`src/hw/calc_geom_pkg.sv`:
```
/*
  Data-path geometry shared by the calculator RTL and its testbench.
  Widths, the depth of the completion pipe and the fixed pipe latencies.
*/
`default_nettype none

package calc_geom_pkg;

  // Architectural widths
  localparam int word_width     = 32;
  localparam int reg_addr_width = 5;

  typedef logic [word_width-1:0]     word_t;
  typedef logic [reg_addr_width-1:0] reg_addr_t;

  // Completion stage in which each pipe merges its result
  localparam int int_latency = 1;
  localparam int mul_latency = 2;

  // Dispatch edge to the edge that loads the wb entry
  localparam int wb_latency = 3;

  // Entries seen by the bypass network (ex2, ex3 and wb)
  localparam int fwd_stages = wb_latency;

endpackage

`default_nettype wire

```
`src/hw/calc_isa_pkg.sv`:
```
/*
  Instruction encoding of the calculator core.
  Holds the operation enum and the split between the ALU and the multiplier.
*/
`default_nettype none

package calc_isa_pkg;

  // Operation code carried from dispatch to the execution pipes
  typedef enum logic [2:0] {
    op_add  = 3'd0,
    op_sub  = 3'd1,
    op_and  = 3'd2,
    op_or   = 3'd3,
    op_xor  = 3'd4,
    op_slt  = 3'd5,
    op_mul  = 3'd6,
    op_mulh = 3'd7
  } calc_op_e;

  // Ops served by the two-cycle multiplier
  function automatic logic is_mul_op(input calc_op_e op);
    return (op == op_mul) || (op == op_mulh);
  endfunction

endpackage

`default_nettype wire

```
`src/hw/calc_pipe_mul.sv`:
```
/*
  Two-cycle signed multiplier pipe.
  The full product is registered at the end of ex1 and the half
  selected by the captured op is returned during ex2.
*/
`default_nettype none

module calc_pipe_mul
  (input  logic                   clk_i
  , input  logic                  rst_n_i
  , input  calc_isa_pkg::calc_op_e op_i
  , input  calc_geom_pkg::word_t  rs1_i
  , input  calc_geom_pkg::word_t  rs2_i
  , output calc_geom_pkg::word_t  result_o
  );

  localparam int prod_width = 2 * calc_geom_pkg::word_width;

  logic [prod_width-1:0]  product_q;
  calc_isa_pkg::calc_op_e op_q;

  // Op travels next to the product to pick the half
  always_ff @(posedge clk_i or negedge rst_n_i)
  begin
    if (!rst_n_i)
    begin
      op_q <= calc_isa_pkg::op_mul;
    end
    else
    begin
      op_q <= op_i;
    end
  end

  // Loaded every cycle, the completion pipe decides whether it is used
  always_ff @(posedge clk_i)
  begin
    product_q <= $signed(rs1_i) * $signed(rs2_i);
  end

  assign result_o = (op_q == calc_isa_pkg::op_mulh)
                  ? product_q[prod_width-1:calc_geom_pkg::word_width]
                  : product_q[calc_geom_pkg::word_width-1:0];

endmodule

`default_nettype wire

```
`config.mk`:
```
export PLATFORM = sky130hd
export DESIGN_NAME = calc_pipe_mul
export DESIGN_NICKNAME = d
export VERILOG_FILES = /design/src/hw/calc_geom_pkg.sv /design/src/hw/calc_isa_pkg.sv /design/src/hw/calc_pipe_mul.sv
export SDC_FILE = /design/constraint.sdc
export NUM_CORES = 2
export LEC_CHECK = 0
export ABC_AREA = 1
export BUFFER_PORTS_ARGS = -buffer_cell sky130_fd_sc_hd__buf_4
export CORE_AREA = 2 2 288 362
export CTS_CLUSTER_DIAMETER = 80
export DETAILED_ROUTE_END_ITERATION = 10
export DIE_AREA = 0 0 290 364
export GPL_TIMING_DRIVEN = 0
export SETUP_SLACK_MARGIN = 0.4
export SYNTH_ARGS = -nofsm -noshare
export SYNTH_HDL_FRONTEND = slang
export SYNTH_SLANG_ARGS = --single-unit
```
`constraint.sdc`:
```
create_clock -name clk_i -period 1.45 [get_ports clk_i]
set_input_delay 0.29 -clock clk_i [delete_from_list [all_inputs] [get_ports clk_i]]
set_output_delay 0.29 -clock clk_i [all_outputs]
set_load 0.01 [all_outputs]
```
==> metrics.csv <==
metric,value,unit
Max Slew Vio Count,0,
Layout area overhead,29.4,%
Tcrit/Tclk final,4.49,
Via density,4.98,
status,"finished, violations left",
syn avg cell area,7.89,µm²
Port Buffer Count,100,
"most common cell after layout, fill and taps aside",inv_1,
routability congestion estimate from global placement,1.01,
Post-Synth Simple-Gate Area,0.172,
hold_sp,op_i[0],
layout cell share with drive strength beyond 1,0.261,
dpl ws,-6660,ps
wire length on met2,77.2,mm
Crit. End Element,flop,
CP max stage cell,fa_2,
dpl hpwl,136,mm
critical path class,input pin to flop,
largest family of logic cells by synthesized area,adder cells,
row count,132,
warnings from Yosys,0,
clock-pin slew on the worst setup and hold paths,60,ps
vias after detailed routing,34014,
most frequent CP cell,fa_2,
adder-cell share of the synthesized area,0.591,
met3 WL,10.9,mm
"critical path, cell by cell",buf_12 -> clkinvlp_4 -> clkbuf_16 -> buf_12 -> or2_4 -> fa_1 -> fa_1 -> inv_2 -> fa_2 -> fa_1 -> fa_2 -> fa_2 -> fa_2 -> fa_2 -> ha_4 -> nand2_4 -> nor2_4 -> nand2_2 -> nor2_4 -> nand3_2 -> nand3_4 -> xor2_4,
Post-Route Utilization,0.512,
"Seq/Total Area, Yosys",0.0335,
"Net Count, Synth",6474,
setup TNS,-286990,ps
most frequent cells in the layout,"inv_1 (1,556), nand2_1 (1,210), fa_1 (975)",
max-cap violations,0,
die height,364,µm
failing checks,setup timing,
die width,290,µm
final hold viol count,0,
cell depth of the worst min-delay path,1,
Clock Sinks,67,
Longest Clk Path Bufs,2,
Yosys cell types,37,
initial core utilization,0.395,
f_max,154,MHz
Core Region,103000,µm²
crit path DAT,6770,ps
Hold Path Class,input pin to flop,
proportion of synthesized area in mux cells,0.00888,
crit-path leading delay family,adder cells,
Worst Hold End,op_q[0],
final net count,6816,
PnR worst setup slack,-5050,ps
DRC Markers,0,
Syn Inst Count,5139,
RSZ-0062 raised after global routing,yes,
Yosys reg bits,67,
Placed Cells,6579,
routed len/inst,23.3,µm
Die Area,106000,µm²
Num CTS Buffers,9,
Post-Route WL,159,mm
actual slew at the worst max-slew pin,744,ps
Rel. slew slack,0.504,
vias in the first global route,36753,
n_diodes,0,
crit path max fanout,4,
All-Layer GR Usage,0.310,
IO Count,101,
Final min period,6500,ps
post-synthesis xor/xnor area fraction,0.00777,
Congestion Overflow GR,0,
first-pass GRT wire length,237,mm
setup violators final,93,
Syn Std Cell Area,40600,µm²
DRT iter0 DRCs,2527,
DRT Pass-1 Iters,6,
CTS tree,done,
CP startpoint,rs2_i[31],
crit start category,input pin,
CP required,1710,ps
met1 WL,57.5,mm
max incr delay on CP,600,ps
fin cells,6826,
pin count of the biggest net entering global routing,23,
CTS H-tree lvls,3,
CTS root buf,clkbuf_16,
Worst Path Buf+Inv,5,
top layer in use,met5,
initial antenna violation count,1,
Compound-Gate Fraction of Synth Area,0.0122,
Detail Route Antenna Nets,0,
## metal layers
metal / global-route usage / vias to the layer above
met5: 0 / -
met4: 0.202 / 2
met3: 0.0460 / 511
met2: 0.536 / 1468
met1: 0.360 / 17336
li1: - / 14697
## Yosys cell counts
cell / n / area share
xnor2_1: 4 / 0.00086
mux2_2: 32 / 0.0089
buf_2: 3 / 0.00037
nor4_1: 1 / 0.00015
a21oi_1: 56 / 0.0069
fa_1: 1082 / 0.53
and2_1: 2 / 0.00031
nand2_2: 13 / 0.0020
o21ai_1: 3 / 0.00037
nand3_1: 64 / 0.0079
dfxtp_1: 64 / 0.032
nand3b_1: 4 / 0.00074
inv_1: 1694 / 0.16
nand3_2: 11 / 0.0027
or2_2: 7 / 0.0011
ha_1: 184 / 0.057
nor2_4: 2 / 0.00056
and3_1: 1 / 0.00015
o21ai_0: 15 / 0.0019
nor3_2: 1 / 0.00025
dfrtp_1: 1 / 0.00062
o21bai_2: 1 / 0.00028
a21boi_1: 1 / 0.00019
nand2_1: 1487 / 0.14
nor2_2: 26 / 0.0040
clkinv_1: 1 / 0.000092
nor4_2: 2 / 0.00062
inv_2: 3 / 0.00028
xor2_1: 32 / 0.0069
nor3_1: 7 / 0.00086
dfstp_2: 2 / 0.0013
a21o_1: 2 / 0.00037
nand4_1: 13 / 0.0020
clkbuf_1: 192 / 0.018
o21a_1: 1 / 0.00019
o21bai_1: 11 / 0.0020
nor2_1: 114 / 0.011
## state kept, by name, indices dropped and copies added (netlist names)
signal,cells
op_q,3
product_q,64
## through the flow
stage | instance area [µm²] | hold slack [ps]
3_3_place_gp | 45400 | 78.9
2_1_floorplan | 42900 | -5.59
3_5_place_dp | 45400 | 80.4
5_1_grt | 52500 | 39.2
4_1_cts | 50800 | 33.7
6_report | 52500 | 41.0
## what timing repair did
item | in CTS | in global routing
hold buffers | 1 | 0
resized for setup | 883 | 352
buffers inserted | 165 | 58
gates cloned | 5 | 2
pin swaps | 339 | 259
endpoints found under the setup margin | 95 | 94
hold endpoints to repair | 3 | 0
## logic make-up (layout without fill, tap and decap cells)
family	count (synthesis)	after routing
AND/OR/NAND/NOR	1755	1755
buffers and inverters	1893	2240
adder cells (fa/ha/maj)	1266	1266
XOR/XNOR	36	36
flip-flops	67	67
AO/OA/AOI/OAI	90	90
multiplexers	32	32
## layout make-up
cell class	count	area (µm²)
Clock inverter	7	125
Buffer	195	3110
Timing Repair Buffer	330	3220
Clock buffer	9	225
Timing Repair inverter	1	6.26
Fill cell	9477	50100
Sequential cell	67	1360
Inverter	1698	6440
Tap cell	1340	1680
Multi-Input combinational cell	3179	36300
## worst max path at each step
stage	to	slack, ps	cells after the start
after detailed placement	product_q[61]	-6660	25
after global routing	product_q[62]	-5250	28
after global placement	product_q[61]	-6670	25
after floorplan	product_q[60]	-5020	25
final	product_q[42]	-5050	22
after CTS	product_q[56]	-5040	29
Power is left out: the tool's default activity adds up to more than one toggle a clock period on the data nets, which glitch-free logic cannot reach.
