===== config.mk =====
export PLATFORM = sky130hd
export DESIGN_NAME = calc_pipe_int
export DESIGN_NICKNAME = d
export VERILOG_FILES = /design/src/hw/calc_geom_pkg.sv /design/src/hw/calc_isa_pkg.sv /design/src/hw/calc_pipe_int.sv
export SDC_FILE = /design/constraint.sdc
export NUM_CORES = 1
export LEC_CHECK = 0
export BUFFER_PORTS_ARGS = -buffer_cell sky130_fd_sc_hd__buf_2
export CAP_MARGIN = 10
export CORE_MARGIN = 3
export CORE_UTILIZATION = 50
export DETAILED_ROUTE_END_ITERATION = 7
export PLACE_DENSITY_LB_ADDON = 0.3
export SLEW_MARGIN = 30
export SYNTH_ARGS = -nofsm -noshare
export SYNTH_HDL_FRONTEND = slang
export SYNTH_SLANG_ARGS = --single-unit

===== constraint.sdc =====
create_clock -name vclk -period 3
set_input_delay 0.3 -clock vclk [all_inputs]
set_output_delay 0.3 -clock vclk [all_outputs]
set_load 0.05 [all_outputs]

===== src/hw/calc_geom_pkg.sv =====
/*
  Data-path geometry shared by the calculator RTL and its testbench.
  Widths, the depth of the completion pipe and the fixed pipe latencies.
*/
`default_nettype none

package calc_geom_pkg;

  // Architectural widths
  localparam int word_width     = 32;
  localparam int reg_addr_width = 5;

  typedef logic [word_width-1:0]     word_t;
  typedef logic [reg_addr_width-1:0] reg_addr_t;

  // Completion stage in which each pipe merges its result
  localparam int int_latency = 1;
  localparam int mul_latency = 2;

  // Dispatch edge to the edge that loads the wb entry
  localparam int wb_latency = 3;

  // Entries seen by the bypass network (ex2, ex3 and wb)
  localparam int fwd_stages = wb_latency;

endpackage

`default_nettype wire


===== src/hw/calc_isa_pkg.sv =====
/*
  Instruction encoding of the calculator core.
  Holds the operation enum and the split between the ALU and the multiplier.
*/
`default_nettype none

package calc_isa_pkg;

  // Operation code carried from dispatch to the execution pipes
  typedef enum logic [2:0] {
    op_add  = 3'd0,
    op_sub  = 3'd1,
    op_and  = 3'd2,
    op_or   = 3'd3,
    op_xor  = 3'd4,
    op_slt  = 3'd5,
    op_mul  = 3'd6,
    op_mulh = 3'd7
  } calc_op_e;

  // Ops served by the two-cycle multiplier
  function automatic logic is_mul_op(input calc_op_e op);
    return (op == op_mul) || (op == op_mulh);
  endfunction

endpackage

`default_nettype wire


===== src/hw/calc_pipe_int.sv =====
/*
  Integer ALU pipe with a single cycle of latency.
  Purely combinational, its result is merged into ex2 by the completion pipe.
*/
`default_nettype none

module calc_pipe_int
  (input  calc_isa_pkg::calc_op_e op_i
  , input  calc_geom_pkg::word_t  rs1_i
  , input  calc_geom_pkg::word_t  rs2_i
  , output calc_geom_pkg::word_t  result_o
  );

  logic rs1_lt_rs2;

  // Signed compare for slt
  assign rs1_lt_rs2 = $signed(rs1_i) < $signed(rs2_i);

  always_comb
  begin
    case (op_i)
      calc_isa_pkg::op_add:
        result_o = rs1_i + rs2_i;
      calc_isa_pkg::op_sub:
        result_o = rs1_i - rs2_i;
      calc_isa_pkg::op_and:
        result_o = rs1_i & rs2_i;
      calc_isa_pkg::op_or:
        result_o = rs1_i | rs2_i;
      calc_isa_pkg::op_xor:
        result_o = rs1_i ^ rs2_i;
      calc_isa_pkg::op_slt:
        result_o = calc_geom_pkg::word_t'(rs1_lt_rs2);
      // Multiplies are taken from the other pipe
      default:
        result_o = '0;
    endcase
  end

endmodule

`default_nettype wire


==> impl_metrics.py <==
metrics = {
    "outcome": {
        "status": "complete, but fails checks",
        "violations": "negative setup slack",
    },
    "setup_path": {
        "worstPathArrival_ns": 3.25,
        "cp_cell_sequence": "buf_8, ha_4, fa_2, a211oi_2, o21a_1, a211oi_4, o211ai_1, nand2_1, o21ai_2, a311o_1, or4b_4, o311ai_4, buf_6",
        "cp_max_fo": 2,
        "cp_num_cells": 13,
        "path_delay_family": "compound AO/OA/AOI/OAI gates",
        "critPathMaxStageDelay_ns": 0.48,
        "critPathBufInv": 2,
        "worst_ep_required_time_ns": 2.70,
        "cp-end-kind": "primary output",
        "crit_type": "in2out",
        "cp_slowest_cell": "or4b_4",
        "startpoint_type": "primary input",
    },
    "placed_design": {
        "dp_cells": 1195,
        "gp_congestion": 0.984,
        "pre_cts_slack_ns": -0.628,
        "io_buffers": 99,
        "place_hpwl_mm": 15.5,
    },
    "drt": {
        "wl_mm": 24.8,
        "wire_per_inst_um": 20.0,
        "num_vias": 8015,
        "dr.pass1.iters": 6,
        "routed_via_density": 6.48,
        "dr.first_iter.drc_count": 906,
        "drc": 0,
        "final_antenna_net_count": 0,
    },
    "global_routing": {
        "antenna_found_initial": 0,
        "grt_max_degree": 39,
        "grt_usage_pct": 31.1,
        "overflow": 0,
        "grt_pass1_vias": 6781,
        "grt_pass1_wl_mm": 30.7,
    },
    "yosys": {
        "yosysWarnings": 0,
        "yosysUniqueCellTypes": 78,
        "syn_inst": 820,
        "syn_area_per_cell_um2": 6.49,
        "yosysSeqAreaShare_pct": 0,
        "synth_area_mm2": 0.00533,
        "synth_fp_nets": 990,
    },
    "final_layout": {
        "instances_no_fill": 1237,
        "clock_buffers": 0,
        "syn_to_final_growth_pct": 62.3,
        "insertedDiodeCount": 0,
        "layout-drive-gt1-share_pct": 44.0,
        "seq_cells": 0,
        "num-nets-final": 1273,
        "final.fill_count": 617,
        "seq_area_um2": 0,
    },
    "floorplan": {
        "row_count": 37,
        "ios": 99,
        "start_util_pct": 51.6,
        "die_area_mm2": 0.0119,
        "die_w_um": 109,
        "fp.dieH_um": 109,
        "core_area_mm2": 0.0103,
    },
    "sta": {
        "slew_violations": 0,
        "fin_setup_tns_ns": -5.20,
        "max_freq_ghz": 0.282,
        "hold_viol_final": 0,
        "worst_pin_slew_ns": 0.504,
        "whs_ns": 1.17,
        "grt_setup_unrepaired": "yes",
        "setup_viol": 23,
        "fin_ws_ns": -0.548,
        "min_period_ns": 3.55,
        "finalCritPeriodShare_pct": 118,
        "slew-limit-headroom_pct": 66.1,
    },
    "power": {
        "pwr_density_cell_mw_per_mm2": 241,
        "cellLeakagePower_nw": 4.13,
        "irDropWorstVdd_v": 0.000148,
    },
    "min_path": {
        "whs_path_depth": 3,
        "worstHoldPathType": "in2out",
    },
    "cts": {
        "cts-hold-fix-buffers": 0,
    },
    "flow_run": {
        "max_cap_viol_count": 0,
    },
}
[timing repair]
item | CTS | global route
gates resized for setup | 80 | 155
endpoints found under the setup margin | 24 | 26
buffers inserted | 8 | 36
pin swaps | 25 | 78
[layout by cell type (no fill, tap or decap), types with 8 or more instances in the layout]
cell type	count
a211oi_1	8
a21o_1	13
a21oi_1	69
a21oi_2	9
a31oi_1	10
buf_2	59
buf_4	227
buf_6	41
ha_1	80
ha_4	16
inv_1	74
inv_2	10
inv_4	8
nand2_1	53
nand2b_1	10
nand3_1	12
nor2_1	81
nor3_1	15
o211ai_1	18
o21a_1	9
o21ai_0	43
o21ai_2	14
o21bai_1	11
o22ai_1	13
xnor2_1	12
[worst paths after layout]
kind                  from           end  slack [ns]
setup / recovery  rs2_i[0]  result_o[30]       -0.55
hold / removal     op_i[1]  result_o[21]        1.17
[stage by stage]
| step | area, um2 | power [W] | utilization [%] |
|---|---|---|---|
| after floorplan | 5510 | 0.00104 | - |
| after global placement | 7380 | 0.00159 | 71.5 |
| after detailed placement | 7380 | 0.00162 | 71.5 |
| after CTS | 7740 | 0.00173 | 75.0 |
| after global routing | 8640 | 0.00218 | 83.7 |
| final | 8640 | 0.00208 | 83.7 |
[cell families after synthesis]
family                     count (synthesis)  share of synthesized area [%]
AOI/OAI and AO/OA                        309                           39.2
and+or+nand+nor                          241                           21.7
buffers and inverters                    145                           10.9
adders and majority gates                103                           24.5
xor gates and xnor gates                  16                           2.63
muxes                                      6                           1.13
[tightest hold or removal path: cells and delay by family]
kind            cells  cell delay [ns]
buf+inv             2             0.38
compound gates      1             0.18
[report_power, final]
group	internal, W	leakage (nW)	switching, W
Combinational	0.000896	4.13	0.00118
Sequential	0	0	0
Clock	0	0	0
Total	0.000896	4.13	0.00118
[final cells by class]
class | instances | area, um2 | area share (%)
inverter | 92 | 365 | 4.23
multi-input combinational | 675 | 5540 | 64.1
tap | 136 | 170 | 1.97
timing repair buffer | 334 | 2570 | 29.7
[synthesized netlist by cell type (3+ instances only)]
cell / count / area (um2)
a211oi_1: 12 / 90.1
a21boi_0: 3 / 22.5
a21o_1: 13 / 97.6
a21oi_1: 78 / 390
a221oi_1: 3 / 26.3
a22oi_1: 7 / 52.6
a31oi_1: 16 / 100
a41oi_1: 3 / 26.3
and2_1: 6 / 37.5
and3_1: 7 / 43.8
buf_1: 5 / 18.8
buf_2: 6 / 30.0
clkbuf_1: 37 / 139
ha_1: 101 / 1260
inv_1: 91 / 342
mux2i_1: 6 / 60.1
nand2_1: 54 / 203
nand2b_1: 10 / 62.6
nand3_1: 12 / 60.1
nand4_1: 3 / 18.8
nor2_1: 87 / 327
nor2b_1: 8 / 50.1
nor3_1: 23 / 115
nor4_1: 5 / 31.3
o2111ai_1: 3 / 26.3
o211ai_1: 18 / 135
o21a_1: 10 / 75.1
o21ai_0: 52 / 260
o21ai_1: 8 / 40.0
o21bai_1: 13 / 97.6
o221ai_1: 8 / 70.1
o22ai_1: 16 / 100
o31a_1: 4 / 35.0
o31ai_1: 6 / 45.0
o32a_1: 4 / 40.0
or2_2: 7 / 43.8
or3_1: 7 / 43.8
xnor2_1: 14 / 123
[routing by layer]
layer	share of wire, %	global-route usage [%]	vias to the layer above
met2	46	57.5	661
met1	34	36.6	3624
met5	0	0	-
li1	-	-	3502
met4	9.3	13.4	0
met3	10	2.19	228
No activity file was read; power rests on OpenSTA's default activity.
