File: src/hw/calc_geom_pkg.sv
/*
  Data-path geometry shared by the calculator RTL and its testbench.
  Widths, the depth of the completion pipe and the fixed pipe latencies.
*/
`default_nettype none

package calc_geom_pkg;

  // Architectural widths
  localparam int word_width     = 32;
  localparam int reg_addr_width = 5;

  typedef logic [word_width-1:0]     word_t;
  typedef logic [reg_addr_width-1:0] reg_addr_t;

  // Completion stage in which each pipe merges its result
  localparam int int_latency = 1;
  localparam int mul_latency = 2;

  // Dispatch edge to the edge that loads the wb entry
  localparam int wb_latency = 3;

  // Entries seen by the bypass network (ex2, ex3 and wb)
  localparam int fwd_stages = wb_latency;

endpackage

`default_nettype wire

File: src/hw/calc_isa_pkg.sv
/*
  Instruction encoding of the calculator core.
  Holds the operation enum and the split between the ALU and the multiplier.
*/
`default_nettype none

package calc_isa_pkg;

  // Operation code carried from dispatch to the execution pipes
  typedef enum logic [2:0] {
    op_add  = 3'd0,
    op_sub  = 3'd1,
    op_and  = 3'd2,
    op_or   = 3'd3,
    op_xor  = 3'd4,
    op_slt  = 3'd5,
    op_mul  = 3'd6,
    op_mulh = 3'd7
  } calc_op_e;

  // Ops served by the two-cycle multiplier
  function automatic logic is_mul_op(input calc_op_e op);
    return (op == op_mul) || (op == op_mulh);
  endfunction

endpackage

`default_nettype wire

File: src/hw/calc_completion.sv
/*
  Completion pipe of the calculator.
  Carries tags and data through ex2, ex3 and wb, merges pipe results at
  their fixed latency, kills entries on flush and drives the bypass slices.
*/
`default_nettype none

module calc_completion
  (input  logic                                                  clk_i
  , input  logic                                                 rst_n_i
  , input  logic                                                 flush_i
  , input  logic                                                 ex1_v_i
  , input  calc_isa_pkg::calc_op_e                               ex1_op_i
  , input  calc_geom_pkg::reg_addr_t                             ex1_rd_addr_i
  , input  calc_geom_pkg::word_t                                 int_result_i
  , input  calc_geom_pkg::word_t                                 mul_result_i
  , output logic [calc_geom_pkg::fwd_stages-1:0]                 fwd_v_o
  , output calc_geom_pkg::reg_addr_t [calc_geom_pkg::fwd_stages-1:0] fwd_rd_addr_o
  , output calc_geom_pkg::word_t [calc_geom_pkg::fwd_stages-1:0] fwd_data_o
  , output logic                                                 wb_v_o
  , output calc_geom_pkg::reg_addr_t                             wb_rd_addr_o
  , output calc_geom_pkg::word_t                                 wb_data_o
  );

  localparam int depth = calc_geom_pkg::wb_latency;

  // Stage 1 is ex2, stage depth is wb
  logic [depth:1]                            v_q, v_n;
  logic [depth:1]                            mul_q, mul_n;
  calc_geom_pkg::reg_addr_t [depth:1]        rd_q, rd_n;
  calc_geom_pkg::word_t [depth:1]            data_q, data_n;

  always_comb
  begin
    // Writes to x0 never enter as valid
    v_n[1]    = ex1_v_i && (ex1_rd_addr_i != '0);
    mul_n[1]  = calc_isa_pkg::is_mul_op(ex1_op_i);
    rd_n[1]   = ex1_rd_addr_i;
    data_n[1] = '0;

    for (int k = 2; k <= depth; k++)
    begin
      v_n[k]    = v_q[k-1];
      mul_n[k]  = mul_q[k-1];
      rd_n[k]   = rd_q[k-1];
      data_n[k] = data_q[k-1];
    end

    for (int k = 1; k <= depth; k++)
    begin
      if ((k == calc_geom_pkg::int_latency) && !mul_n[k])
      begin
        data_n[k] = int_result_i;
      end
      if ((k == calc_geom_pkg::mul_latency) && mul_n[k])
      begin
        data_n[k] = mul_result_i;
      end
      // Poison everything short of the entry already in wb
      if (flush_i)
      begin
        v_n[k] = 1'b0;
      end
    end
  end

  // Next-state slices, a product counts only once it is merged
  always_comb
  begin
    for (int k = 1; k <= calc_geom_pkg::fwd_stages; k++)
    begin
      fwd_v_o[k-1]       = v_n[k] && (!mul_n[k] || (k >= calc_geom_pkg::mul_latency));
      fwd_rd_addr_o[k-1] = rd_n[k];
      fwd_data_o[k-1]    = data_n[k];
    end
  end

  always_ff @(posedge clk_i or negedge rst_n_i)
  begin
    if (!rst_n_i)
    begin
      v_q <= '0;
    end
    else
    begin
      v_q <= v_n;
    end
  end

  always_ff @(posedge clk_i)
  begin
    mul_q  <= mul_n;
    rd_q   <= rd_n;
    data_q <= data_n;
  end

  assign wb_v_o       = v_q[depth];
  assign wb_rd_addr_o = rd_q[depth];
  assign wb_data_o    = data_q[depth];

  wb_rd_nonzero_a : assert property (@(posedge clk_i) disable iff (!rst_n_i)
    wb_v_o |-> (wb_rd_addr_o != '0))
    else $error("Fail wb_rd_addr_o 0x%0h", wb_rd_addr_o);

  // The entry heading into wb is killed along with the younger ones
  flush_kills_wb_a : assert property (@(posedge clk_i) disable iff (!rst_n_i)
    flush_i |=> !wb_v_o)
    else $error("Fail wb_v_o 0x%0h after flush", wb_v_o);

endmodule

`default_nettype wire

File: config.mk
export PLATFORM = sky130hd
export DESIGN_NAME = calc_completion
export DESIGN_NICKNAME = d
export VERILOG_FILES = /design/src/hw/calc_geom_pkg.sv /design/src/hw/calc_isa_pkg.sv /design/src/hw/calc_completion.sv
export SDC_FILE = /design/constraint.sdc
export NUM_CORES = 1
export LEC_CHECK = 0
export BUFFER_PORTS_ARGS = -buffer_cell sky130_fd_sc_hd__buf_2
export CAP_MARGIN = 10
export CORE_ASPECT_RATIO = 0.7
export CORE_MARGIN = 4
export CORE_UTILIZATION = 44
export CTS_CLUSTER_DIAMETER = 150
export DETAILED_ROUTE_END_ITERATION = 8
export HOLD_SLACK_MARGIN = 0.02
export PLACE_DENSITY_LB_ADDON = 0.25
export SLEW_MARGIN = 20
export SYNTH_ARGS = -nofsm -noshare
export SYNTH_HDL_FRONTEND = slang
export SYNTH_SLANG_ARGS = --single-unit
File: constraint.sdc
create_clock -name clk_i -period 2.8 [get_ports clk_i]
set_input_delay 0.56 -clock clk_i [delete_from_list [all_inputs] [get_ports clk_i]]
set_output_delay 0.56 -clock clk_i [all_outputs]
set_load 0.02 [all_outputs]
==> results <==
- The path class of the tightest hold or removal check is input pin to flip-flop.
- The flow ran to the end, and the final reports show no timing, DRC or antenna violations.
- Entering global routing, the biggest net connects 34 pins.
- The biggest area consumer among synthesized cells is dfxtp_1.
- In the synthesized netlist the async set-or-reset flop fraction comes to 2.609%.
- The area growth from synthesis to final layout is 34.54%.
- Along the worst path, the maximum fanout reaches 12.
- In this run the cell area of the synthesized design comes to 3655 µm².
- For this design the ratio of total power to cell area is 905.4 nW/µm².
- The longest clock path from root to sink contains 2 buffers.
- The combined global-route utilization of all metal layers is 15.49%.
- The library cell with the highest instance count after synthesis is dfxtp_1.
- The x dimension of the die is 116.9 µm.
- Across all layers, the routed design uses 2,265 vias.
- The wire-length estimate of the detail-placed layout is 6037 µm.
- The clock sink count is 115.
- The worst-case clock skew is 0.006011 ns.
- The wire length after detailed routing is 7751 µm.
- The number of flops mapped to enable cells by yosys is 0.
- The CTS root buffer is clkbuf_16.
- The placeable core region is 7973 µm².
- The number of max-slew violations in the final report was 0.
- The share of post-route cells with drive strength above 1 is 65.11%.
- The total grt overflow is 0.
- For this run, the detailed router's first-pass iteration total came to 3.
- The starting utilization of the core area is 45.84%.
- The type of the setup path with the least slack is flip-flop to primary output.
- The tool flagged a number of max-cap violations equal to 0.
- Setup violations remaining at the end of the flow were counted as 0.
- TritonCTS built the clock tree.
- Summed over all failing endpoints, the final setup total negative slack is 0 ns.
- The clock transition at the register clock pins on the worst setup and hold paths after CTS is 0.06 ns.
- In this run the tool buffered the top-level ports with 226 buffer cells.
- In this run the number of H-tree levels came out at 4.
- The number of nets with antenna violations after detailed routing is 0.
- In the synthesized netlist, the cells that appear most often are dfxtp_1 (112), buf_4 (71), and2_1 (32).
- The number of storage elements in the synthesis netlist is 115.
- The number of buffers added for setup after CTS is 0.
- Across all setup checks in the final design, the least slack found is 0.5047 ns.
- In this run the biggest area consumer among cell types represents 61.35% of the synthesized area.
- After layout, the minimum clock period comes to 2.295 ns.
- The detailed-route vias per instance is 4.111.
- Data on the critical path arrives at its endpoint at 1.74 ns.
- The iteration-0 DRC count of the detailed router is 65.
- For the worst setup path, the data required time is 2.24 ns.
- The number of endpoints with negative hold slack in the final report was 0.
- In the routed design, unresolved DRC markers number 0.
- The worst setup path is launched from a flip-flop.
- The analysis attributes to cell leakage a power of 2.553 nW.
- The endpoint type of the worst setup path is a primary output.
- The leading register cell type out of synthesis is dfxtp_1.
- The final cycle utilization of the critical path is 81.98%.
- After synthesis, the cell types taking the most area are dfxtp_1 (61%), buf_4 (15%), mux2_4 (12%).
- The floorplan die area is 9851 µm².
- The total of warnings raised by yosys is 0.
- Before CTS, the worst setup slack after placement is 0.7560 ns.
- The number of buffers added by the clock tree synthesis step is 17.
- The fraction of the yosys area taken by sequential cells is 63.40%.
- The per-instance average area after synthesis is 13.74 µm².
- The worst-case IR drop observed on VDD is 0.4388 mV.
- The net total in the final layout is 513.
- The placement row count is 27.
- The routed wirelength normalized by instance count is 14.07 µm.
- The relative slew slack is 69.51%.
- The clock latency on the worst-skew pair is 0.39 ns.
- The first global-routing pass estimated 11,330 µm of wire.
- Counting every instance in the synthesized netlist gives 266.
- The post-layout utilization of the core is 61.68%.
- Routability-driven placement finished with a final weighted congestion of 0.7356.
- The number of placed I/O pins is 228.
- When the netlist entered floorplanning its net count stood at 342.
- The initial antenna violation count is 0.
- Yosys mapped the design onto 16 distinct sky130hd cell types.
- The total inserted antenna cells is 0.
- The number of global-route vias before repair was 2,302.
- For the pin with the worst max-slew slack, the measured transition is 0.4532 ns.
- Setup repair after global routing left no endpoint under its margin.
- Measured along the y axis, the die boundary spans 84.25 µm.
- The maximum clock rate is 435.7 MHz.
## worst max-delay path: stages (launching register included)
cell     delay (ns)
dfxtp_2        0.51
buf_4          0.32
mux2_4         0.33
buf_2          0.17
## final cells by class
cell class,instances,area (µm²)
flip-flops and latches,115,2318
repair buffers,230,1164
clock buffers,18,429.2
clock inverters,14,157.7
multi-input cells,71,714.4
well taps,101,126.4
fillers,641,3055
inverters,2,7.507
## placed cells by master, fill, tap and decap left out
| cell | netlist | final |
|---|---|---|
| dfxtp_2 | 0 | 1 |
| clkinv_4 | 0 | 6 |
| clkinv_2 | 0 | 1 |
| clkbuf_1 | 3 | 1 |
| mux2_4 | 30 | 30 |
| nand2_1 | 1 | 1 |
| a211oi_1 | 1 | 1 |
| inv_1 | 2 | 2 |
| clkbuf_16 | 0 | 17 |
| buf_2 | 0 | 226 |
| and2_1 | 32 | 32 |
| buf_4 | 71 | 3 |
| clkinvlp_4 | 0 | 3 |
| dfrtp_1 | 3 | 3 |
| nand2b_1 | 1 | 1 |
| nor4_1 | 1 | 1 |
| a21oi_1 | 1 | 1 |
| inv_6 | 0 | 2 |
| mux2_2 | 2 | 2 |
| dfxtp_1 | 112 | 111 |
| nor2b_1 | 2 | 2 |
| bufinv_16 | 0 | 2 |
| dlygate4sd3_1 | 0 | 1 |
## worst paths after layout
kind                                       start                to  slack, ns  cells after the start
worst max-delay path                    mul_q[1]    fwd_data_o[34]       0.50                      3
worst min-delay path            ex1_rd_addr_i[1]  fwd_rd_addr_o[6]       0.30                      1
worst max register to register          mul_q[1]    fwd_data_o[69]       1.50                      2
worst min register to register    fwd_data_o[64]      wb_data_o[0]       0.34                      0
max in group asynchronous                rst_n_i            v_q[2]       2.19                      2
min in group asynchronous                rst_n_i            v_q[3]       0.49                      2
## state kept, by name, indices dropped and copies added, names as in the netlist
| signal | count |
|---|---|
| wb_data_o | 32 |
| mul_q | 1 |
| fwd_rd_addr_o | 10 |
| data_q | 32 |
| wb_rd_addr_o | 5 |
| v_q | 3 |
| fwd_data_o | 32 |
## logic make-up (layout without fill, tap and decap cells)
group | Yosys count | in the layout | synth area share [%]
flops | 115 | 115 | 63.40
buf+inv | 80 | 264 | 17.05
simple gates | 37 | 37 | 6.265
mux | 32 | 32 | 12.94
compound gates | 2 | 2 | 0.3423
## stage by stage
stage | instances | power [W] | hold WS (ns) | instance area (µm²)
6_report | 551 | 0.004452 | 0.2981 | 4917
3_5_place_dp | 518 | 0.002426 | 0.3307 | 4320
2_1_floorplan | 266 | 0.002308 | 0.2644 | 3655
4_1_cts | 551 | 0.004509 | 0.2769 | 4917
3_3_place_gp | 518 | 0.002418 | 0.3288 | 4320
5_1_grt | 551 | 0.004641 | 0.2728 | 4917
## routing by layer
| metal | vias up | GRT usage (%) | wire length (µm) |
|---|---|---|---|
| met2 | 135 | 26.95 | 3869 |
| met3 | 6 | 9.654 | 962 |
| met1 | 987 | 14.64 | 2845 |
| met5 | - | 0 | 0 |
| met4 | 0 | 5.938 | 74 |
| li1 | 1137 | - | - |
## timing repair
| action | CTS | global route |
|---|---|---|
| hold buffers | 1 | 0 |
| endpoints found under the hold margin | 3 | 0 |
| resized for setup | 0 | 0 |
## where the power goes
group	internal, W	switching [W]	total (W)
combinational	0.000226	0.000352	0.000578
sequential	0.00177	0.0000400	0.00181
clock	0.00132	0.000748	0.00207
(Power assumes the default switching activity.)
