### config.mk
export PLATFORM = sky130hd
export DESIGN_NAME = calc_issue
export DESIGN_NICKNAME = d
export VERILOG_FILES = /design/src/hw/calc_geom_pkg.sv /design/src/hw/calc_isa_pkg.sv /design/src/hw/calc_issue.sv
export SDC_FILE = /design/constraint.sdc
export NUM_CORES = 1
export LEC_CHECK = 0
export BUFFER_PORTS_ARGS = -buffer_cell sky130_fd_sc_hd__buf_2
export CORE_AREA = 2 2 104 106
export DETAILED_ROUTE_END_ITERATION = 7
export DIE_AREA = 0 0 106 108
export PLACE_DENSITY_LB_ADDON = 0.25
export RECOVER_POWER = 100
export SLEW_MARGIN = 5
export SYNTH_ARGS = -nofsm -noshare
export SYNTH_HDL_FRONTEND = slang
export SYNTH_SLANG_ARGS = --single-unit
### constraint.sdc
create_clock -name clk_i -period 0.8 [get_ports clk_i]
set_clock_uncertainty 0.15 [all_clocks]
set_input_delay 0.04 -clock clk_i [delete_from_list [all_inputs] [get_ports clk_i]]
set_output_delay 0.04 -clock clk_i [all_outputs]
set_load 0.02 [all_outputs]
### src/hw/calc_geom_pkg.sv
/*
  Data-path geometry shared by the calculator RTL and its testbench.
  Widths, the depth of the completion pipe and the fixed pipe latencies.
*/
`default_nettype none

package calc_geom_pkg;

  // Architectural widths
  localparam int word_width     = 32;
  localparam int reg_addr_width = 5;

  typedef logic [word_width-1:0]     word_t;
  typedef logic [reg_addr_width-1:0] reg_addr_t;

  // Completion stage in which each pipe merges its result
  localparam int int_latency = 1;
  localparam int mul_latency = 2;

  // Dispatch edge to the edge that loads the wb entry
  localparam int wb_latency = 3;

  // Entries seen by the bypass network (ex2, ex3 and wb)
  localparam int fwd_stages = wb_latency;

endpackage

`default_nettype wire

### src/hw/calc_isa_pkg.sv
/*
  Instruction encoding of the calculator core.
  Holds the operation enum and the split between the ALU and the multiplier.
*/
`default_nettype none

package calc_isa_pkg;

  // Operation code carried from dispatch to the execution pipes
  typedef enum logic [2:0] {
    op_add  = 3'd0,
    op_sub  = 3'd1,
    op_and  = 3'd2,
    op_or   = 3'd3,
    op_xor  = 3'd4,
    op_slt  = 3'd5,
    op_mul  = 3'd6,
    op_mulh = 3'd7
  } calc_op_e;

  // Ops served by the two-cycle multiplier
  function automatic logic is_mul_op(input calc_op_e op);
    return (op == op_mul) || (op == op_mulh);
  endfunction

endpackage

`default_nettype wire

### src/hw/calc_issue.sv
/*
  Operand bypass and issue register of the calculator.
  Repairs stale register-file operands from the completion pipe and
  holds one instruction per cycle for the execution pipes.
*/
`default_nettype none

module calc_issue
  (input  logic                                                  clk_i
  , input  logic                                                 rst_n_i
  , input  logic                                                 dispatch_v_i
  , input  calc_isa_pkg::calc_op_e                               dispatch_op_i
  , input  calc_geom_pkg::reg_addr_t                             dispatch_rd_addr_i
  , input  calc_geom_pkg::reg_addr_t                             dispatch_rs1_addr_i
  , input  calc_geom_pkg::reg_addr_t                             dispatch_rs2_addr_i
  , input  calc_geom_pkg::word_t                                 dispatch_rs1_data_i
  , input  calc_geom_pkg::word_t                                 dispatch_rs2_data_i
  , input  logic                                                 flush_i
  , input  logic [calc_geom_pkg::fwd_stages-1:0]                 fwd_v_i
  , input  calc_geom_pkg::reg_addr_t [calc_geom_pkg::fwd_stages-1:0] fwd_rd_addr_i
  , input  calc_geom_pkg::word_t [calc_geom_pkg::fwd_stages-1:0] fwd_data_i
  , output logic                                                 ex1_v_o
  , output calc_isa_pkg::calc_op_e                               ex1_op_o
  , output calc_geom_pkg::reg_addr_t                             ex1_rd_addr_o
  , output calc_geom_pkg::word_t                                 ex1_rs1_o
  , output calc_geom_pkg::word_t                                 ex1_rs2_o
  );

  logic                     ex1_v_q;
  calc_isa_pkg::calc_op_e   ex1_op_q;
  calc_geom_pkg::reg_addr_t ex1_rd_addr_q;
  calc_geom_pkg::word_t     ex1_rs1_q;
  calc_geom_pkg::word_t     ex1_rs2_q;
  calc_geom_pkg::word_t     rs1_bypass;
  calc_geom_pkg::word_t     rs2_bypass;

  // Index 0 is the youngest source, so it is applied last
  function automatic calc_geom_pkg::word_t bypass_operand(
    input calc_geom_pkg::reg_addr_t addr,
    input calc_geom_pkg::word_t     rf_data
  );
    calc_geom_pkg::word_t value;
    value = rf_data;
    for (int i = calc_geom_pkg::fwd_stages - 1; i >= 0; i--)
    begin
      if (fwd_v_i[i] && (fwd_rd_addr_i[i] == addr))
      begin
        value = fwd_data_i[i];
      end
    end
    // x0 is hardwired
    if (addr == '0)
    begin
      value = '0;
    end
    return value;
  endfunction

  always_comb
  begin
    rs1_bypass = bypass_operand(dispatch_rs1_addr_i, dispatch_rs1_data_i);
    rs2_bypass = bypass_operand(dispatch_rs2_addr_i, dispatch_rs2_data_i);
  end

  always_ff @(posedge clk_i or negedge rst_n_i)
  begin
    if (!rst_n_i)
    begin
      ex1_v_q <= 1'b0;
    end
    else
    begin
      ex1_v_q <= dispatch_v_i && !flush_i;
    end
  end

  always_ff @(posedge clk_i)
  begin
    ex1_op_q      <= dispatch_op_i;
    ex1_rd_addr_q <= dispatch_rd_addr_i;
    ex1_rs1_q     <= rs1_bypass;
    ex1_rs2_q     <= rs2_bypass;
  end

  assign ex1_v_o       = ex1_v_q;
  assign ex1_op_o      = ex1_op_q;
  assign ex1_rd_addr_o = ex1_rd_addr_q;
  assign ex1_rs1_o     = ex1_rs1_q;
  assign ex1_rs2_o     = ex1_rs2_q;

  // A product is not in the completion pipe until ex3, so back-to-back use is illegal
  mul_use_hazard_a : assert property (@(posedge clk_i) disable iff (!rst_n_i)
    !(dispatch_v_i && !flush_i && ex1_v_q && calc_isa_pkg::is_mul_op(ex1_op_q)
      && (ex1_rd_addr_q != '0)
      && ((dispatch_rs1_addr_i == ex1_rd_addr_q) || (dispatch_rs2_addr_i == ex1_rd_addr_q))))
    else $error("Fail mul_use_hazard rd 0x%0h", ex1_rd_addr_q);

endmodule

`default_nettype wire

==> results of run 1 <==
## where the power goes
part           switching [mW]  internal (mW)
Clock                    1.62           1.15
Combinational            1.87           2.06
Sequential              0.191           4.03
## metal layers
| metal | vias to the layer above | track usage (%) |
|---|---|---|
| li1 | 2479 | - |
| met1 | 2716 | 37.6 |
| met2 | 519 | 62.4 |
| met3 | 145 | 7.72 |
| met4 | 0 | 22.7 |
| met5 | - | 0 |
## area by class of cell
type / instances / area share (%)
well taps: 136 / 2.00
inverters: 32 / 1.41
flip-flops and latches: 73 / 18.3
diodes: 1 / 0.0295
multi-input cells: 312 / 35.3
repair buffers: 405 / 40.8
clock inverters: 7 / 0.634
clock buffers: 9 / 1.46
## kinds of logic (layout without fill, tap and decap cells)
kind of cell    count (synthesis)  after routing  synth area share, %
simple gates                   86             89                 10.8
buf+inv                        77            453                 9.39
flops                          73             73                 35.2
mux                            32             32                 7.68
compound gates                161            161                 30.6
xor+xnor                       30             30                 6.30
other cells                     0              1                    0
## flip-flops by register name (all words and copies together) (netlist names)
register	count
ex1_op_o	3
ex1_rd_addr_o	5
ex1_rs1_o	32
ex1_rs2_o	32
ex1_v_o	1
## worst max path at each step
stage	end	slack [ns]	cells past startpoint
floorplan	ex1_rs1_o[0]	-0.64	6
global placement	ex1_rs1_o[4]	-0.98	8
detailed placement	ex1_rs1_o[23]	-1.03	8
CTS	ex1_rs1_o[21]	-0.61	8
global route	ex1_rs1_o[30]	-0.72	8
finish	ex1_rs1_o[30]	-0.72	8
## per-stage QoR
stage / cell area (um^2) / utilization [%] / worst slack [ns]
3_3_place_gp: 5960 / 58.2 / -0.983
4_1_cts: 8030 / 78.5 / -0.607
5_1_grt: 8490 / 83.0 / -0.721
3_5_place_dp: 5960 / 58.2 / -1.03
6_report: 8490 / 83.0 / -0.723
2_1_floorplan: 4270 / - / -0.643
## cell usage in the layout (no fill, tap or decap), types with 17 or more instances in the layout
master	instances
dfxtp_2	72
or3_1	31
o21ai_0	30
a31oi_1	31
buf_12	17
mux2i_2	18
buf_4	33
o21ai_1	17
dlygate4sd3_1	61
buf_2	183
o221ai_2	18
buf_6	94
inv_1	32
a221oi_2	28
nand2_2	25
## repair_timing
item	4_1_cts	5_1_grt
gates cloned	8	6
pin swaps	59	26
gates resized for setup	326	94
buffers inserted	11	7
hold endpoints to repair	74	65
setup endpoints to repair	137	138
==> metrics.txt, run 1 <==
hold path start=fwd_data_i[35]; kind of cell adding the most delay to the critical path=simple AND/OR/NAND/NOR gates; Primary FF master, synth=dfxtp_1; top-count cell post-synth=dfxtp_1; Hold Crit Class=primary input to flip-flop; RSZ-0062 raised after global routing=true; Mapped Cells=459; area grow syn2layout=104%; Worst slew margin=73.4%; Worst EP arrival=1.61 ns; FFs w/ async S/R, synth=1.37%; Setup-failing EPs final=138; Max stage delay on crit path=0.33 ns; Final Cycle Share=190%; Worst-path clk slew=0.08 ns; hold_buf cts=62; WP buf/inv=3; register area share after synthesis=35.2%; failing checks=negative hold slack, negative setup slack; # fillers=562; DRT iter0 DRCs=526; pwr/cell area=1290 mW/mm^2; Worst Setup SP=dispatch_rs1_addr_i[3]; setup_tns=-48.89 ns; main area contributors after synthesis=dfxtp_1 35%, a221oi_2 11%, mux2i_1 7.7%, o221ai_1 6.5%, a31oi_1 4.8%; Final Hold Fails=64; Worst Tran Pin Value=0.396 ns; worst setup path category=primary input to flip-flop; CP endpoint kind=flip-flop; die area=0.0114 mm^2; num rows=37; IO Count=273; outcome=complete, but fails checks; post-route ant nets=0; Synth Area per Inst=9.08 um^2; deepest clock path buffer count=2; root buffer cell=clkbuf_8; port bufs=272; Synth top cells by count=72 x dfxtp_1, 36 x o21ai_0, 34 x nand2_1; cell accounting for the most synthesized area=dfxtp_1; fraction of layout cells with a size suffix above 1=68.9%; crit-path max FO=8; Core ar.=0.0102 mm^2; Final nets=1,033; post-route total power=10.9 mW; Fmax achieved=0.657 GHz; DRC=0; MaxCap Viol Count=0; GPL Wtd Cong=0.916; wire length per cell=23.8 um; Cell Count, Final, Fillers Out=975; largest net degree at the start of global routing=35; Crit-path slowest cell=mux2i_1; Synth warnings=0; Hold Path Stages=3; Multi-input gate area=0.00300 mm^2; Met1 Routed Length=7.59 mm; Die Ht=108 um; vias in the first global route=5,998; first-pass GRT wire length=30.7 mm; EDFF count, synth=0; Synth top area share=34.6%; critical path cell sequence=buf_8 -> xor2_2 -> nor4_2 -> and3_4 -> buf_12 -> buf_16 -> mux2i_1 -> a221oi_2; Via Count=5,859; All-Layer GR Usage=35.0%; clk sink count=73; Top Layer Used=met4; FF+latch count, synth=73; PnR worst setup slack=-0.723 ns; CTS buffer count=9; Synth cell types=32; Post-Syn Nets=659; met2 wire len=11.6 mm; Worst Hold End=ex1_rs2_o[3]; Startpoint Class=primary input; data required time of the worst path=0.89 ns; Met3 Wirelength=2.46 mm; chip width=106 um; Hold WS=-0.176 ns; Inst Count DP=869; Slew Limit Fails=0; Leak Pwr=3.66 nW; total grt overflow=0; CTS tree=yes; Starting Density=40.7%; Vias/cell=6.01; dpl hpwl=12.2 mm; Post-Syn Area=0.00417 mm^2; initial antenna violation count=1; CTS H-tree lvls=3; Reg area=0.00156 mm^2; Initial DRT Pass Iterations=8; Total Wirelength=23.2 mm; Tmin final=1.52 ns; worst vdd ir=0.667 mV
No activity file was read; power rests on OpenSTA's default activity.
==> run 2: changes to the inputs <==
PLACE_DENSITY = 0.74   (was not set)
PLACE_DENSITY_LB_ADDON = not set   (was 0.25)
TNS_END_PERCENT = 100   (was not set)
==> metrics.txt, run 2 (synthesis results as in run 1) <==
outcome=complete, but fails checks (unchanged); failing checks=negative hold slack, negative setup slack (unchanged); DRC=0 (unchanged); Vias/cell=6.16 (was 6.01); worst slack, placed=-1.01 ns (was -1.03 ns); critical path cell sequence=buf_8 -> buf_6 -> xnor2_2 -> nand4_1 -> buf_6 -> nor2_4 -> buf_12 -> buf_8 -> o221ai_1 -> a31oi_1 (was buf_8 -> xor2_2 -> nor4_2 -> and3_4 -> buf_12 -> buf_16 -> mux2i_1 -> a221oi_2); worst vdd ir=0.673 mV (was 0.667 mV); worst setup path category=primary input to flip-flop (unchanged); MaxCap Viol Count=0 (unchanged); WP buf/inv=5 (was 3); initial antenna violation count=1 (unchanged); clk sink count=73 (unchanged); most frequent cells in the layout=186 x buf_2, 98 x buf_6, 71 x dfxtp_2, 49 x dlygate4sd3_1 (was 183 x buf_2, 94 x buf_6, 72 x dfxtp_2, 61 x dlygate4sd3_1, 33 x buf_4); Worst slew margin=71.4% (was 73.4%); DRT iter0 DRCs=527 (was 526); root buffer cell=clkbuf_8 (unchanged); Final Cycle Share=181% (was 190%); crit-path max FO=5 (was 8); vias in the first global route=6,007 (was 5,998); fraction of layout cells with a size suffix above 1=72.3% (was 68.9%); wire length per cell=25.6 um (was 23.8 um); area grow syn2layout=112% (was 104%); met3 Use GR=8.50% (was 7.72%); Crit-path slowest cell=a31oi_1 (was mux2i_1); fin area=0.00885 mm^2 (was 0.00849 mm^2); post-route total power=11.4 mW (was 10.9 mW); CP endpoint kind=flip-flop (unchanged); port bufs=272 (unchanged); hold path start=fwd_data_i[52] (was fwd_data_i[35]); die area=0.0114 mm^2 (unchanged); Starting Density=40.7% (unchanged); Worst-path clk slew=0.08 ns (about the same); Worst Tran Pin Value=0.424 ns (was 0.396 ns); data required time of the worst path=0.92 ns (was 0.89 ns); Max stage delay on crit path=0.26 ns (was 0.33 ns); total grt overflow=0 (unchanged); chip width=106 um (unchanged); kind of cell adding the most delay to the critical path=buffers and inverters (was simple AND/OR/NAND/NOR gates); CTS H-tree lvls=3 (unchanged); dpl hpwl=12.2 mm (about the same); RSZ-0062 raised after global routing=true (unchanged); n_diodes=0 (was 1); Final Hold Fails=64 (unchanged); Die Ht=108 um (unchanged); first-pass GRT wire length=31.4 mm (was 30.7 mm); Leak Pwr=3.81 nW (was 3.66 nW); pwr/cell area=1290 mW/mm^2 (about the same); PnR worst setup slack=-0.652 ns (was -0.723 ns); Post-DP Area=0.00592 mm^2 (was 0.00596 mm^2); met1 Use GR=39.7% (was 37.6%); Via Count=6,003 (was 5,859); Fmax achieved=0.689 GHz (was 0.657 GHz); Worst Setup SP=dispatch_rs2_addr_i[1] (was dispatch_rs1_addr_i[3]); CTS buffer count=9 (unchanged); CTS tree=yes (unchanged); Worst EP arrival=1.57 ns (was 1.61 ns); deepest clock path buffer count=2 (unchanged); met2 Use GR=63.3% (was 62.4%); Final nets=1,033 (unchanged); Startpoint Class=primary input (unchanged); GRT busiest layer=met2 (unchanged); Total Wirelength=24.9 mm (was 23.2 mm); commonest non-fill, non-tap cell in the layout=buf_2 (unchanged); IO Count=273 (unchanged); post-route ant nets=0 (unchanged); Tmin final=1.45 ns (was 1.52 ns); Setup-failing EPs final=137 (was 138); Hold Crit Class=primary input to flip-flop (unchanged); Slew Limit Fails=0 (unchanged); Initial DRT Pass Iterations=5 (was 8); All-Layer GR Usage=35.8% (was 35.0%); largest net degree at the start of global routing=32 (was 35); Hold WS=-0.191 ns (was -0.176 ns); GPL Wtd Cong=0.970 (was 0.916); num rows=37 (unchanged); Core ar.=0.0102 mm^2 (unchanged)
run 2: cell types whose count changed in the layout (fill, tap and decap cells not counted), moves of 4 or more:
cell,previous run,this run
a31oi_1,31,24
a31oi_4,1,5
buf_16,4,8
buf_6,94,98
clkbuf_16,2,7
dlygate4sd3_1,61,49
mux2i_4,5,9
o21ai_1,17,13
o21ai_4,1,5
run 2: report_power, final:
group	switching [mW]	internal (mW)	total [mW]
sequential	0.185	4.03	4.22
combinational	1.99	2.14	4.13
clock	1.49	1.61	3.09
run 2: worst paths after layout:
check / to / slack (ns) / depth (start not counted)
max in group asynchronous: ex1_v_o / 0.02 / 3
min in group asynchronous: ex1_v_o / 0.37 / 3
max: ex1_rs2_o[8] / -0.65 / 10
min: ex1_rs1_o[20] / -0.19 / 3
run 2: final cells by class:
class | count | area [um^2]
repair buffers | 406 | 3620
multi-input cells | 311 | 3180
flip-flops and latches | 73 | 1560
fillers | 501 | 1380
well taps | 136 | 170
clock buffers | 13 | 159
inverters | 32 | 120
clock inverters | 3 | 40.0
run 2: routing by layer:
metal / share of wire, % / routed length (um)
met1: 33 / 8310
met2: 49 / 12300
met3: 10 / 2600
met4: 7.0 / 1740
met5: 0 / 0
run 2: metrics by stage:
stage / std cells / util, % / setup TNS, ns
after detailed placement: 867 / 57.8 / -59.50
after CTS: 963 / 78.0 / -47.04
final: 974 / 86.5 / -50.36
after floorplan: 459 / - / -38.15
after global routing: 974 / 86.5 / -54.11
after global placement: 867 / 57.8 / -57.24
run 2: what timing repair did:
action                                 CTS  global route
buffers inserted                        17             7
gates cloned                            15             8
endpoints found under the hold margin   74            64
setup endpoints to repair              137           137
resized for setup                      311           145
pin swaps                               86            38
hold buffers                            48             1
==> run 3: changes to the inputs <==
CORE_AREA = not set   (was 2 2 104 106)
CORE_MARGIN = 8   (was not set)
CORE_UTILIZATION = 46   (was not set)
DIE_AREA = not set   (was 0 0 106 108)
PLACE_DENSITY = 0.84   (was 0.74)
REMOVE_ABC_BUFFERS = 1   (was not set)
==> metrics.txt, run 3 <==
num rows=34 (was 37); register area share after synthesis=35.2% (unchanged); tool error=[ERROR DPL-0033] detailed placement checks failed during check placement.; Post-Syn Area=0.00417 mm^2 (unchanged); Starting Density=47.6% (was 40.7%); failing step=clock tree synthesis; Synth top area share=34.6% (unchanged); dpl hpwl=14.3 mm (was 12.2 mm); Synth warnings=0 (unchanged); Synth cell types=32 (unchanged); IO Count=273 (unchanged); FFs w/ async S/R, synth=1.37% (unchanged); port bufs=272 (unchanged); Primary FF master, synth=dfxtp_1 (unchanged); Mapped Cells=459 (unchanged); root buffer cell=clkbuf_8 (unchanged); CTS buffer count=9 (unchanged); PostCTS Resize Cnt=402 (was 311); CTS H-tree lvls=3 (unchanged); main area contributors after synthesis=dfxtp_1 35%, a221oi_2 11%, mux2i_1 7.7%, o221ai_1 6.5%, a31oi_1 4.8% (unchanged); chip width=111 um (was 106 um); cell accounting for the most synthesized area=dfxtp_1 (unchanged); Synth Area per Inst=9.08 um^2 (unchanged); Synth top cells by count=72 x dfxtp_1, 36 x o21ai_0, 34 x nand2_1 (unchanged); top-count cell post-synth=dfxtp_1 (unchanged); outcome=did not finish (was complete, but fails checks); clk sink count=73 (unchanged); GPL Wtd Cong=0.913 (was 0.970); EDFF count, synth=0 (unchanged); hold_buf cts=44 (was 48); deepest clock path buffer count=2 (unchanged); setup bufs post-CTS=26 (was 17); FF+latch count, synth=73 (unchanged); Die Ht=111 um (was 108 um); Post-DP Area=0.00591 mm^2 (was 0.00592 mm^2)
## run 3: cell counts after synthesis
No cell type changed its count.
## run 3: through the flow
step	setup WS (ns)	std cells	hold WS (ns)	util, %	TNS [ns]
after detailed placement	-1.02	845	-0.327	67.4	-59.84
after global placement	-0.987	845	-0.332	67.4	-57.71
after floorplan	-2.01	414	-0.406	-	-113.34
## run 3: cell families after synthesis
| logic type | count (synthesis) | synth area share, % |
|---|---|---|
| compound gates | 161 | 30.6 |
| simple gates | 86 | 10.8 |
| buf+inv | 77 | 9.39 |
| flops | 73 | 35.2 |
| mux | 32 | 7.68 |
| xor+xnor | 30 | 6.30 |
==> run 4: changes to the inputs <==
CORE_UTILIZATION = 40   (was 46)
PLACE_DENSITY = not set   (was 0.84)
PLACE_DENSITY_LB_ADDON = 0.15   (was not set)
==> metrics.txt, run 4 (synthesis results as in run 1) <==
first-pass GRT wire length=33.7 mm; Startpoint Class=primary input; fin area=0.00832 mm^2; deepest clock path buffer count=2 (unchanged); Vias/cell=5.71; worst vdd ir=0.831 mV; failing checks=negative hold slack, negative setup slack; post-route ant nets=0; Via Count=5,515; num rows=37 (was 34); Final Hold Fails=63; fin util=81.3%; DRC=0; Hold Path Stages=3; CTS H-tree lvls=3 (unchanged); All-Layer GR Usage=30.1%; CP endpoint kind=flip-flop; Die Ht=118 um (was 111 um); Tmin final=1.40 ns; Hold Crit Class=primary input to flip-flop; wire length per cell=23.1 um; Worst Hold End=ex1_rs2_o[16]; Inst Count DP=868 (was 845); vias in the first global route=6,109; Leak Pwr=3.62 nW; Reg area=0.00156 mm^2; IO Count=273 (unchanged); Crit-path slowest cell=and3_4; Worst EP arrival=1.50 ns; chip width=118 um (was 111 um); Hold WS=-0.148 ns; outcome=complete, but fails checks (was did not finish); Post-DP Area=0.00594 mm^2 (was 0.00591 mm^2); Initial DRT Pass Iterations=5; Fmax achieved=0.712 GHz; CTS tree=yes; CTS buffer count=9 (unchanged); MaxCap Viol Count=0; Max stage delay on crit path=0.30 ns; dpl hpwl=13.6 mm (was 14.3 mm); Worst-path clk slew=0.09 ns; Total Wirelength=22.4 mm; worst setup path category=primary input to flip-flop; port bufs=272 (unchanged); Cell Count, Final, Fillers Out=966; critical path cell sequence=buf_8 -> xor2_1 -> nor4_1 -> and3_4 -> buf_6 -> buf_16 -> mux2i_4 -> a221oi_2; die area=0.0139 mm^2; Worst Tran Pin Value=0.284 ns; GPL Wtd Cong=0.868 (was 0.913); commonest non-fill, non-tap cell in the layout=buf_2; Slew Limit Fails=0; root buffer cell=clkbuf_8 (unchanged); Worst slew margin=80.9%; Starting Density=40.7% (was 47.6%); n_diodes=0; crit-path max FO=5; initial antenna violation count=0; area grow syn2layout=99.5%; hold path start=fwd_data_i[16]; hold_buf cts=58 (was 44); clk sink count=73 (unchanged); total grt overflow=0; pwr/cell area=1320 mW/mm^2; data required time of the worst path=0.89 ns; Final Cycle Share=175%; Final nets=1,025; PnR worst setup slack=-0.604 ns; # fillers=597; largest net degree at the start of global routing=35; Core ar.=0.0102 mm^2; fraction of layout cells with a size suffix above 1=66.4%; post-route total power=11.0 mW; RSZ-0062 raised after global routing=true; DRT iter0 DRCs=537; Multi-input gate area=0.00287 mm^2; most frequent cells in the layout=183 x buf_2, 101 x buf_6, 71 x dfxtp_2, 58 x dlygate4sd3_1, 34 x o21ai_0; Setup-failing EPs final=137
## run 4: worst max path at each step
| stage | from | to | cells past startpoint |
|---|---|---|---|
| detailed placement | dispatch_rs1_addr_i[3] | ex1_rs1_o[27] | 7 |
| finish | dispatch_rs1_addr_i[0] | ex1_rs1_o[30] | 8 |
| floorplan | fwd_rd_addr_i[11] | ex1_rs2_o[0] | 5 |
| CTS | dispatch_rs1_addr_i[0] | ex1_rs1_o[9] | 8 |
| global placement | fwd_rd_addr_i[6] | ex1_rs2_o[25] | 8 |
| global route | dispatch_rs1_addr_i[0] | ex1_rs1_o[3] | 8 |
## run 4: power breakdown
group / switching (mW) / internal, mW / leakage [nW] / total (mW)
Clock: 1.54 / 1.45 / 0.0929 / 3.00
Sequential: 0.181 / 4.03 / 0.622 / 4.21
Combinational: 1.76 / 2.02 / 2.91 / 3.78
Total: 3.49 / 7.50 / 3.62 / 11.0
## run 4: cell type report
class / count / area share [%]
Sequential cell: 73 / 18.7
Clock buffer: 10 / 1.53
Multi-Input combinational cell: 309 / 34.5
Tap cell: 136 / 2.05
Inverter: 32 / 1.44
Clock inverter: 6 / 0.812
Timing Repair Buffer: 400 / 41.0
## run 4: stage by stage
stage               TNS [ns]  worst slack [ns]
detailed placement    -60.03             -1.01
finish                -47.94            -0.604
CTS                   -46.00            -0.539
global route          -52.82            -0.672
global placement      -59.82            -0.978
floorplan            -113.34             -2.01
## run 4: layer usage
metal / part of all wire, % / global-route usage (%) / vias to the layer above
li1: - / - / 2460
met1: 37 / 33.8 / 2634
met2: 51 / 52.6 / 372
met5: 0 / 0 / -
met4: 2.7 / 12.8 / 0
met3: 8.9 / 7.63 / 49
## run 4: timing repair
| item | in CTS | in global routing |
|---|---|---|
| gates cloned | 10 | 1 |
| gates resized for setup | 326 | 59 |
| setup endpoints to repair | 137 | 137 |
| endpoints found under the hold margin | 74 | 63 |
| pin swaps | 42 | 51 |
| setup buffers | 16 | 2 |
## run 4: critical path: cells and delay by family
family                 cells  cell delay, ns
AO/OA/AOI/OAI              1            0.07
multiplexers               1            0.23
buffers and inverters      3            0.40
XOR/XNOR                   1            0.16
AND/OR/NAND/NOR            2            0.59
